<file path="config.mk">
export PLATFORM = sky130hd
export DESIGN_NAME = conv_layer_top
export DESIGN_NICKNAME = d
export VERILOG_FILES = /design/src/hdl/conv_pkg.sv /design/src/hdl/conv_ctrl.sv /design/src/hdl/conv_ibuf.sv /design/src/hdl/cim_xbar.sv /design/src/hdl/bitserial_acc.sv /design/src/hdl/conv_func.sv /design/src/hdl/conv_layer_top.sv
export VERILOG_INCLUDE_DIRS = /design/src /design/src/hdl
export SDC_FILE = /design/constraint.sdc
export NUM_CORES = 2
export LEC_CHECK = 0
export ABC_AREA = 1
export BUFFER_PORTS_ARGS = -buffer_cell sky130_fd_sc_hd__buf_2
export CORE_UTILIZATION = 30
export CTS_BUF_LIST = sky130_fd_sc_hd__clkbuf_8 sky130_fd_sc_hd__clkbuf_16
export DETAILED_ROUTE_END_ITERATION = 10
export PLACE_DENSITY = 0.44
export SYNTH_ARGS = -nofsm -noshare
export SYNTH_HDL_FRONTEND = slang
export SYNTH_SLANG_ARGS = --single-unit
</file>
<file path="constraint.sdc">
create_clock -name clk -period 69.6 [get_ports clk]
set_clock_uncertainty 0.1 [all_clocks]
set_input_delay 6.96 -clock clk [delete_from_list [all_inputs] [get_ports clk]]
set_output_delay 6.96 -clock clk [all_outputs]
set_load 0.02 [all_outputs]
</file>
<file path="src/hdl/conv_cfg.svh">
`ifndef CONV_CFG_SVH
`define CONV_CFG_SVH

// Activation width, also the number of bit planes
`define CONV_DATA_SIZE 4
`define CONV_BUS_WIDTH 8        // Activations per crossbar write
`define CONV_NUM_ADDR  4        // Bus words per plane
`define CONV_NUM_IN    32       // Crossbar rows
`define CONV_NUM_COLS  4        // Crossbar output columns

// Index widths
`define CONV_ADDR_W    2        // Word address
`define CONV_COUNT_W   2        // Plane count
`define CONV_IDX_W     5        // Activation index

// Busy cycles of the crossbar and the function unit
`define CONV_CIM_LAT   3
`define CONV_FUNC_LAT  2

`define CONV_OUT_SHIFT 0        // Right shift before saturation
`define CONV_OUT_W     8        // Result width per column

`endif

</file>
<file path="src/hdl/conv_pkg.sv">
package conv_pkg;

    typedef enum logic [1:0] {
        s_conv_ctrl_idle,       // Waiting for a run request
        s_conv_ctrl_consume,    // Bus words into crossbar
        s_conv_ctrl_start,      // Crossbar start held
        s_conv_ctrl_wait        // Crossbar busy
    } conv_ctrl_state_t;

    // One column, one plane: range -32 to 32
    typedef logic signed [6:0] psum_t;

    // Full dot product over four planes, max magnitude 480
    typedef logic signed [11:0] acc_t;

endpackage

</file>
<file path="src/hdl/conv_ctrl.sv">
`include "conv_cfg.svh"

module conv_ctrl import conv_pkg::*; (
    input  logic                     clk,
    input  logic                     rst,
    input  logic                     i_start,
    input  logic                     i_cim_ready,
    input  logic                     i_func_ready,
    output logic                     o_ready,
    output logic                     o_cim_we,
    output logic                     o_cim_start,
    output logic                     o_func_start,
    output logic [`CONV_ADDR_W-1:0]  o_addr,
    output logic [`CONV_COUNT_W-1:0] o_count
);

    localparam int ADDR_W  = `CONV_ADDR_W;
    localparam int COUNT_W = `CONV_COUNT_W;
    localparam logic [ADDR_W-1:0]  LAST_ADDR  = ADDR_W'(`CONV_NUM_ADDR - 1);
    localparam logic [COUNT_W-1:0] LAST_COUNT = COUNT_W'(`CONV_DATA_SIZE - 1);

    conv_ctrl_state_t state, next_state;
    logic [ADDR_W-1:0]  addr, next_addr;
    logic [COUNT_W-1:0] count, next_count;

    assign o_addr  = addr;
    assign o_count = count;

    always_ff @(posedge clk) begin
        if (rst) begin
            state <= s_conv_ctrl_idle;
            addr  <= '0;
            count <= '0;
        end else begin
            state <= next_state;
            addr  <= next_addr;
            count <= next_count;
        end
    end

    always_comb begin
        next_state   = state;
        next_addr    = addr;
        next_count   = count;
        o_ready      = 1'b0;
        o_cim_we     = 1'b0;
        o_cim_start  = 1'b0;
        o_func_start = 1'b0;
        case (state)
            s_conv_ctrl_idle: begin
                o_ready    = 1'b1;
                next_addr  = '0;
                next_count = '0;
                if (i_start && i_cim_ready) begin // Accept only with crossbar free
                    next_state = s_conv_ctrl_consume;
                end
            end
            s_conv_ctrl_consume: begin
                o_cim_we = 1'b1;
                if (addr == LAST_ADDR) begin // Whole plane written
                    next_state = s_conv_ctrl_start;
                end else begin
                    next_addr = addr + 1'b1;
                end
            end
            s_conv_ctrl_start: begin
                next_addr = '0;
                if (!i_cim_ready) begin // Crossbar has gone busy
                    next_state = s_conv_ctrl_wait;
                end else begin
                    o_cim_start = 1'b1;
                end
            end
            s_conv_ctrl_wait: begin
                next_addr = '0;
                if (i_cim_ready) begin
                    if (count == LAST_COUNT) begin
                        // Last plane done, hand over once the function unit is free
                        if (i_func_ready) begin
                            o_func_start = 1'b1;
                            next_state   = s_conv_ctrl_idle;
                        end
                    end else begin
                        next_count = count + 1'b1; // Next lower plane
                        next_state = s_conv_ctrl_consume;
                    end
                end
            end
            default: next_state = s_conv_ctrl_idle;
        endcase
    end

    a_we_start_excl: assert property (@(posedge clk) disable iff (rst)
        !(o_cim_we && o_cim_start));

    a_func_start_ready: assert property (@(posedge clk) disable iff (rst)
        o_func_start |-> i_func_ready);

endmodule

</file>
<file path="src/hdl/conv_ibuf.sv">
`include "conv_cfg.svh"

module conv_ibuf (
    input  logic                      clk,
    input  logic                      i_we,
    input  logic [`CONV_IDX_W-1:0]    i_waddr,
    input  logic [`CONV_DATA_SIZE-1:0] i_wdata,
    input  logic [`CONV_ADDR_W-1:0]   i_addr,
    input  logic [`CONV_COUNT_W-1:0]  i_count,
    output logic [`CONV_BUS_WIDTH-1:0] o_plane_bits
);

    localparam int BUS_W   = `CONV_BUS_WIDTH;
    localparam int IDX_W   = `CONV_IDX_W;
    localparam int COUNT_W = `CONV_COUNT_W;

    logic [`CONV_DATA_SIZE-1:0] act_mem [`CONV_NUM_IN];
    logic [COUNT_W-1:0]         bit_sel;

    always_ff @(posedge clk) begin
        if (i_we) begin
            act_mem[i_waddr] <= i_wdata;
        end
    end

    // Plane 0 is the MSB of each activation
    assign bit_sel = COUNT_W'(`CONV_DATA_SIZE - 1) - i_count;

    // One bit of eight neighbouring activations
    always_comb begin
        for (int j = 0; j < BUS_W; j++) begin
            o_plane_bits[j] = act_mem[IDX_W'(int'(i_addr) * BUS_W + j)][bit_sel];
        end
    end

endmodule

</file>
<file path="src/hdl/cim_xbar.sv">
`include "conv_cfg.svh"

module cim_xbar import conv_pkg::*; (
    input  logic                               clk,
    input  logic                               rst,
    input  logic                               i_w_we,
    input  logic [$clog2(`CONV_NUM_COLS)-1:0]  i_w_col,
    input  logic [`CONV_NUM_IN-1:0]            i_w_data,
    input  logic                               i_we,
    input  logic [`CONV_ADDR_W-1:0]            i_addr,
    input  logic [`CONV_BUS_WIDTH-1:0]         i_in_bits,
    input  logic                               i_start,
    output logic                               o_ready,
    output logic                               o_psum_valid,
    output psum_t [`CONV_NUM_COLS-1:0]         o_psum
);

    localparam int NUM_IN   = `CONV_NUM_IN;
    localparam int NUM_COLS = `CONV_NUM_COLS;
    localparam int BUS_W    = `CONV_BUS_WIDTH;
    localparam int LAT      = `CONV_CIM_LAT;
    localparam int CNT_W    = $clog2(LAT + 1);

    logic [NUM_IN-1:0]           weights [NUM_COLS]; // Bit 1 is +1, bit 0 is -1
    logic [NUM_IN-1:0]           in_reg;
    logic [CNT_W-1:0]            busy_cnt;
    psum_t [NUM_COLS-1:0]        col_sum;

    always_ff @(posedge clk) begin
        if (i_w_we) begin
            weights[i_w_col] <= i_w_data;
        end
        if (i_we) begin
            in_reg[int'(i_addr) * BUS_W +: BUS_W] <= i_in_bits;
        end
    end

    // Signed column sums over the active input rows
    always_comb begin
        for (int c = 0; c < NUM_COLS; c++) begin
            col_sum[c] = '0;
            for (int i = 0; i < NUM_IN; i++) begin
                if (in_reg[i]) begin
                    col_sum[c] = weights[c][i] ? col_sum[c] + psum_t'(1)
                                               : col_sum[c] - psum_t'(1);
                end
            end
        end
    end

    assign o_ready = (busy_cnt == '0);

    always_ff @(posedge clk) begin
        if (rst) begin
            busy_cnt     <= '0;
            o_psum_valid <= 1'b0;
        end else begin
            o_psum_valid <= (busy_cnt == CNT_W'(1)); // Last busy cycle
            if (i_start && o_ready) begin
                busy_cnt <= CNT_W'(LAT);
            end else if (busy_cnt != '0) begin
                busy_cnt <= busy_cnt - 1'b1;
            end
        end
    end

    always_ff @(posedge clk) begin
        if (i_start && o_ready) begin
            o_psum <= col_sum; // Held until next start
        end
    end

    a_no_start_busy: assert property (@(posedge clk) disable iff (rst)
        $rose(i_start) |-> o_ready);

endmodule

</file>
<file path="src/hdl/bitserial_acc.sv">
`include "conv_cfg.svh"

module bitserial_acc import conv_pkg::*; (
    input  logic                         clk,
    input  logic                         rst,
    input  logic                         i_psum_valid,
    input  psum_t [`CONV_NUM_COLS-1:0]   i_psum,
    input  logic [`CONV_COUNT_W-1:0]     i_count,
    output acc_t [`CONV_NUM_COLS-1:0]    o_acc
);

    localparam int NUM_COLS = `CONV_NUM_COLS;

    // Planes arrive MSB first, so each new plane doubles the running sum
    always_ff @(posedge clk) begin
        if (rst) begin
            o_acc <= '0;
        end else if (i_psum_valid) begin
            for (int c = 0; c < NUM_COLS; c++) begin
                if (i_count == '0) begin
                    o_acc[c] <= acc_t'(i_psum[c]); // First plane loads
                end else begin
                    o_acc[c] <= (o_acc[c] <<< 1) + acc_t'(i_psum[c]);
                end
            end
        end
    end

endmodule

</file>
<file path="src/hdl/conv_func.sv">
`include "conv_cfg.svh"

module conv_func import conv_pkg::*; (
    input  logic                                   clk,
    input  logic                                   rst,
    input  logic                                   i_start,
    input  acc_t [`CONV_NUM_COLS-1:0]              i_acc,
    output logic                                   o_ready,
    output logic                                   o_valid,
    output logic [`CONV_NUM_COLS*`CONV_OUT_W-1:0]  o_data
);

    localparam int NUM_COLS = `CONV_NUM_COLS;
    localparam int OUT_W    = `CONV_OUT_W;
    localparam int LAT      = `CONV_FUNC_LAT;
    localparam int CNT_W    = $clog2(LAT + 1);

    logic [CNT_W-1:0]     busy_cnt;
    logic                 load_pend;
    acc_t [NUM_COLS-1:0]  acc_q;

    // ReLU, shift, clamp to the output range
    function automatic logic [OUT_W-1:0] relu_sat(input acc_t a);
        acc_t shifted;
        shifted = a >>> `CONV_OUT_SHIFT;
        if (a < 0) begin
            return '0;
        end else if (shifted > acc_t'((1 << OUT_W) - 1)) begin
            return '1;
        end
        return shifted[OUT_W-1:0];
    endfunction

    assign o_ready = (busy_cnt == '0);

    always_ff @(posedge clk) begin
        if (rst) begin
            busy_cnt  <= '0;
            load_pend <= 1'b0;
            o_valid   <= 1'b0;
        end else begin
            load_pend <= i_start && o_ready;
            o_valid   <= (busy_cnt == CNT_W'(1));
            if (i_start && o_ready) begin
                busy_cnt <= CNT_W'(LAT);
            end else if (busy_cnt != '0) begin
                busy_cnt <= busy_cnt - 1'b1;
            end
        end
    end

    // The last plane lands in the accumulator on the start edge, so sample one cycle on
    always_ff @(posedge clk) begin
        if (load_pend) begin
            acc_q <= i_acc;
        end
        if (busy_cnt == CNT_W'(1)) begin
            for (int c = 0; c < NUM_COLS; c++) begin
                o_data[c*OUT_W +: OUT_W] <= relu_sat(acc_q[c]); // Column 0 low byte
            end
        end
    end

    a_valid_when_idle: assert property (@(posedge clk) disable iff (rst)
        o_valid |-> o_ready);

endmodule

</file>
<file path="src/hdl/conv_layer_top.sv">
`include "conv_cfg.svh"

module conv_layer_top import conv_pkg::*; (
    input  logic                                   clk,
    input  logic                                   rst,
    input  logic                                   i_act_we,
    input  logic [`CONV_IDX_W-1:0]                 i_act_waddr,
    input  logic [`CONV_DATA_SIZE-1:0]             i_act_wdata,
    input  logic                                   i_w_we,
    input  logic [$clog2(`CONV_NUM_COLS)-1:0]      i_w_col,
    input  logic [`CONV_NUM_IN-1:0]                i_w_data,
    input  logic                                   i_start,
    output logic                                   o_ready,
    output logic                                   o_out_valid,
    output logic [`CONV_NUM_COLS*`CONV_OUT_W-1:0]  o_out_data
);

    logic [`CONV_ADDR_W-1:0]       addr;
    logic [`CONV_COUNT_W-1:0]      count;
    logic                          cim_we;
    logic                          cim_start;
    logic                          cim_ready;
    logic                          func_start;
    logic                          func_ready;
    logic [`CONV_BUS_WIDTH-1:0]    plane_bits;
    logic                          psum_valid;
    psum_t [`CONV_NUM_COLS-1:0]    psum;
    acc_t [`CONV_NUM_COLS-1:0]     acc;

    conv_ctrl ctrl0 (
        .clk(clk), .rst(rst), .i_start(i_start), .i_cim_ready(cim_ready),
        .i_func_ready(func_ready), .o_ready(o_ready), .o_cim_we(cim_we),
        .o_cim_start(cim_start), .o_func_start(func_start), .o_addr(addr), .o_count(count)
    );

    conv_ibuf ibuf0 (
        .clk(clk), .i_we(i_act_we), .i_waddr(i_act_waddr), .i_wdata(i_act_wdata),
        .i_addr(addr), .i_count(count), .o_plane_bits(plane_bits)
    );

    cim_xbar xbar0 (
        .clk(clk), .rst(rst), .i_w_we(i_w_we), .i_w_col(i_w_col), .i_w_data(i_w_data),
        .i_we(cim_we), .i_addr(addr), .i_in_bits(plane_bits), .i_start(cim_start),
        .o_ready(cim_ready), .o_psum_valid(psum_valid), .o_psum(psum)
    );

    bitserial_acc acc0 (
        .clk(clk), .rst(rst), .i_psum_valid(psum_valid), .i_psum(psum),
        .i_count(count), .o_acc(acc)
    );

    conv_func func0 (
        .clk(clk), .rst(rst), .i_start(func_start), .i_acc(acc),
        .o_ready(func_ready), .o_valid(o_out_valid), .o_data(o_out_data)
    );

endmodule

</file>
======== Word-level counts from Yosys, hierarchy flattened ========
Memories as Yosys holds them, arrays and structs flattened. A register that Yosys moved wholly into a read port is not among the register bits.
Index checks and enable logic that the tools add are counted.
operators by class
  add/sub/neg operators ................... 265
  order comparisons ....................... 9
  eq/ne operators ......................... 14
  shift-type cells ........................ 2
  multiplexer cells ....................... 331
  reductions and logical operators ........ 16
operators by type and width
  kind                                                            number
  2-to-1 mux 7 bit                                                256
  adder 7 x 2 -> 7 bit, second input constant                     124
  subtractor 7 x 2 -> 7 bit, second input constant                124
  2-to-1 mux 8 bit                                                12
  adder 12 x 7 -> 12 bit                                          4
  greater-than comparator 12 x 9 -> 1 bit, second input constant  4
  < comparator 12 x 1 -> 1 bit, second input constant             4
  2-to-1 mux 12 bit                                               4
  negation 5 -> 33 bit                                            1
  variable shift 8 x 33 -> 32 bit, first input constant           1
  variable part select 8 x 33 -> 32 bit                           1
  bitwise mux 32 bit                                              1
  2-to-1 mux 1 bit                                                32
  2-to-1 mux 2 bit                                                13
  adder 5 x 3 -> 5 bit, second input constant                     4
  binary-select mux 1 bit (select 2 bit)                          8
  adder 5 x 2 -> 5 bit, second input constant                     2
  2-to-1 mux 5 bit                                                2
  nonzero test 2 bit                                              5
  equality test 2 bit, second input constant                      4
  zero test 2 bit                                                 4
  one-hot mux 2 bit (2 select lines)                              2
  one-hot mux 2 bit (4 select lines)                              1
  equality test 2 x 1 -> 1 bit, second input constant             3
  13 further kinds                                                21
word-level totals
  bits in registers ....................... 201
  RAM bits ................................ 256
  logic and storage cells ................. 662
  memories ................................ 2
memory list
  name           words  width  read ports  clocked after Yosys merged registers in  wr ports  line             text
  ibuf0.act_mem  32     4      8           1                                        1         conv_ibuf.sv:17  logic [`CONV_DATA_SIZE-1:0] act_mem [`CONV_NUM_IN];
  xbar0.weights  4      32     4           0                                        1         cim_xbar.sv:24   logic [NUM_IN-1:0] weights [NUM_COLS];

======== Logic depth before layout (Yosys ltp) ========
  word-level depth ........................ 95
  gate-level depth with buffers ........... 182

======== Modules after synthesis ========
A second synthesis with hierarchy kept.
second synthesis, totals
  cell total of the unflattened synthesis .. 8420
  area, all modules ....................... 57696.6 µm²
by module, submodules not included
  module         times used  cells each  area each (µm²)  seq. area each (µm²)
  cim_xbar       1           6977        44327.5          5615.4
  conv_ibuf      1           565         5701.7           3843.7
  bitserial_acc  1           640         4181.5           960.9
  conv_func      1           179         3057.9           2482.4
  conv_ctrl      1           59          427.9            120.1

======== Least setup slack after synthesis ========
No wires, ideal clock.
  path kind ............................... reg2reg
  start ................................... register xbar0.in_reg[0]
  end ..................................... register xbar0.o_psum[27] in the netlist's numbering (data pin)
  setup time .............................. 0.263 ns
  arrival ................................. 24.849 ns
  data required time ...................... 69.237 ns
  path slack .............................. 44.388 ns
  stages on the path, launching flop included .. 119
  buffers on the path ..................... 0
  period minus slack after synthesis ...... 25.212 ns
  cells stage by stage .................... edfxtp_1 > inv_1 > nor2_1 > fa_1 > o21ai_0 > fa_1 > inv_1 > o21ai_0 > fa_1 > nand2_1 > nand2_1 > fa_1 > nand2_1 > o21ai_0 > fa_1 > inv_1 > o21ai_0 > fa_1 > (+83 left out) > ha_1 > inv_1 > nor3_1 > a211oi_1 > nand2_1 > nand2_1 > nand3_1 > and2_1 > ha_1 > inv_1 > a21oi_1 > nor2_1 > nand2_1 > nand3_1 > xnor2_1 > xnor2_1 > xor2_1 > xor2_1
RTL lines
  element                           line            text
  start: declaration                cim_xbar.sv:25  logic [NUM_IN-1:0] in_reg;
  start signal: indexed assignment  cim_xbar.sv:34  in_reg[int'(i_addr) * BUS_W +: BUS_W] <= i_in_bits;
  end signal: assignment            cim_xbar.sv:69  o_psum <= col_sum;
  end: declaration                  cim_xbar.sv:15  output psum_t [`CONV_NUM_COLS-1:0] o_psum

==> impl_metrics.tcl <==
set metrics [dict create \
    outcome "completed" \
    cts_root_buf "clkbuf_16" \
    ant_nets 0 \
    syn_inst 7978 \
    drt-total-wl_mm 172.8 \
    overflow 0 \
    utilization 0.3322 \
    synthArstFlopShare 0 \
    cpPeakStageDelay_ns 0.55 \
    finalSetupTns_ns 0 \
    insertion_delay_ns 0.68 \
    die_area_um2 186700 \
    syn_area_per_cell_um2 6.955 \
    crit_path_end "xbar0.o_psum[20]" \
    worst_r2r_startpoint "xbar0.in_reg[0]" \
    holdBufCountCts 0 \
    dieWidth_um 432.1 \
    maxCapViolCount 0 \
    grt_pass1_wl_mm 271.2 \
    dpl-instance-area_um2 58690 \
    wl_per_cell_um 16.42 \
    h-tree-depth 3 \
    finalInstanceArea_um2 60940 \
    postCtsSetupBuffers 0 \
    drcViolationCount 0 \
    finalCritPeriodShare 0.4012 \
    ys_ff_latch 450 \
    crit_arrival_ns 28.23 \
    grtUsageTotal 0.1834 \
    grt_pass1_vias 48194 \
    timing.rr.end "xbar0.o_psum[20]" \
    rsz0062_at_grt "false" \
    dp_cells 10398 \
    drtPass1Iterations 5 \
    row_count 157 \
    place.gp.congestion 0.8781 \
    instances_no_fill 10522 \
    die_h_um 432.1 \
    fmax_mhz 35.82 \
    cts.clk_slew.worst_paths_ns 0.06 \
    critical_path.max_fanout 7 \
    viasPerCell 4.812 \
    fillers 19771 \
    synth_edf_count 390 \
    yosysWarningCount 0 \
    regArea_um2 12920 \
    antenna_found_initial 10 \
    first_iter_violations 3134 \
    cts-buffers-inserted 68 \
    grt_max_degree 69 \
    clockBufferDepth 3 \
    slew-limit-headroom 0.2548 \
    path_common_cell "nand2_1" \
    clkSinkCount 450 \
    setup_viol 0 \
    io_buffers 81 \
    fin_crit_ns 27.92 \
    maxSlewViolCount 0 \
    final_common_cell "nand2_1" \
    most-common-layout-cells "1,773 x nand2_1, 1,089 x nand3_1, 955 x inv_1, 848 x nor2_1, 650 x ha_1" \
    syn_area_um2 55490 \
    cts_tree "yes" \
    cp.required_ns 69.91 \
    start_util 0.3024 \
    worst_slew_pin_slew_ns 1.118 \
    crit_path_start "xbar0.in_reg[0]" \
    r2r_slack_ns 41.68 \
    ios 82 \
    dp_hpwl_mm 137.2 \
    synthToLayoutAreaGrowth_pct 9.829 \
    ys_types 45 \
    slowest_stage "edfxtp_1" \
    final_nets 8836 \
    seq_area_frac_synth 0.2327 \
    critPathCaptureType "register" \
    drive_gt1_frac 0.04903 \
    synthesis.nets 8810 \
    holdCritPathClass "register to register" \
    r2r_cells 125 \
    core-area_um2 183500 \
    num_vias 50629 \
    reg_top3 "ibuf0.act_mem x128, xbar0.weights x128" \
    multi_input_area_um2 38180 \
    worstSetupPathType "register to register" \
    cp-start-kind "register" \
    synth_flop_cell "edfxtp_1" \
    cts_resized 0 \
    timing_hold_violations_final 0 \
]
-- synth_stat cells, types with 60 or more instances --
library cell | number | area share
or2_2 | 62 | 0.0070
fa_1 | 133 | 0.048
o21ai_0 | 441 | 0.040
ha_1 | 651 | 0.15
a211oi_1 | 104 | 0.014
xnor2_1 | 115 | 0.018
a21oi_1 | 404 | 0.036
clkbuf_1 | 120 | 0.0081
nand2_1 | 1773 | 0.12
nor3_1 | 90 | 0.0081
nor2_1 | 849 | 0.057
and2_1 | 131 | 0.015
nand3b_1 | 72 | 0.0097
inv_1 | 939 | 0.064
dfxtp_1 | 60 | 0.022
edfxtp_1 | 390 | 0.21
xor2_1 | 165 | 0.026
nand3_1 | 1089 | 0.098
-- how the worst min path moves through the flow --
| stage | startpoint | to | slack [ns] | depth (start not counted) |
|---|---|---|---|---|
| CTS | acc0.o_acc[35] | func0.acc_q[35] | 0.31 | 0 |
| global placement | acc0.o_acc[47] | func0.acc_q[47] | 0.32 | 0 |
| detailed placement | acc0.o_acc[35] | func0.acc_q[35] | 0.32 | 0 |
| finish | acc0.o_acc[35] | func0.acc_q[35] | 0.32 | 0 |
| global route | acc0.o_acc[35] | func0.acc_q[35] | 0.33 | 0 |
| floorplan | acc0.o_acc[11] | func0.acc_q[11] | 0.31 | 0 |
-- critical path, delay by kind of cell (launching register included) --
kind	cells	cell delay (ns)
AOI/OAI and AO/OA	9	2.50
xor gates and xnor gates	5	1.26
adders and majority gates	31	13.94
buffers and inverters	13	1.14
DFF	1	0.55
and+or+nand+nor	67	8.16
-- layer usage --
layer	track usage	vias up	share of wire
met5	0	-	0.00013
met4	0.03668	4	0.017
met3	0.01735	133	0.031
met2	0.2967	672	0.44
met1	0.2634	22898	0.51
li1	-	26922	-
-- cell type report --
type,instances,share of cell area
Clock inverter,46,0.006426
Clock buffer,76,0.03047
Inverter,960,0.05913
Antenna cell,2,0.00008212
Sequential cell,450,0.2119
Timing Repair Buffer,148,0.01491
Multi-Input combinational cell,6376,0.6265
Tap cell,2464,0.05059
-- metrics by stage --
step | setup slack, ns | hold WS (ns)
2_1_floorplan | 44.39 | 0.3093
3_3_place_gp | 41.73 | 0.3154
3_5_place_dp | 41.53 | 0.3209
4_1_cts | 41.42 | 0.3127
5_1_grt | 38.83 | 0.3267
6_report | 41.68 | 0.3168
-- cell families (layout without fill, tap and decap cells) --
family          after synthesis  in the layout  synth area share
compound gates             1130           1130            0.1144
xor+xnor                    280            280           0.04420
fa+ha+maj                   784            784            0.1948
buf+inv                    1152           1230           0.07971
flops                       450            450            0.2327
mux                           5              5         0.0009020
other cells                   0              2                 0
simple gates               4177           4177            0.3333
Power is left out: the tool's default activity adds up to more than one toggle a clock period on the data nets, which glitch-free logic cannot reach.
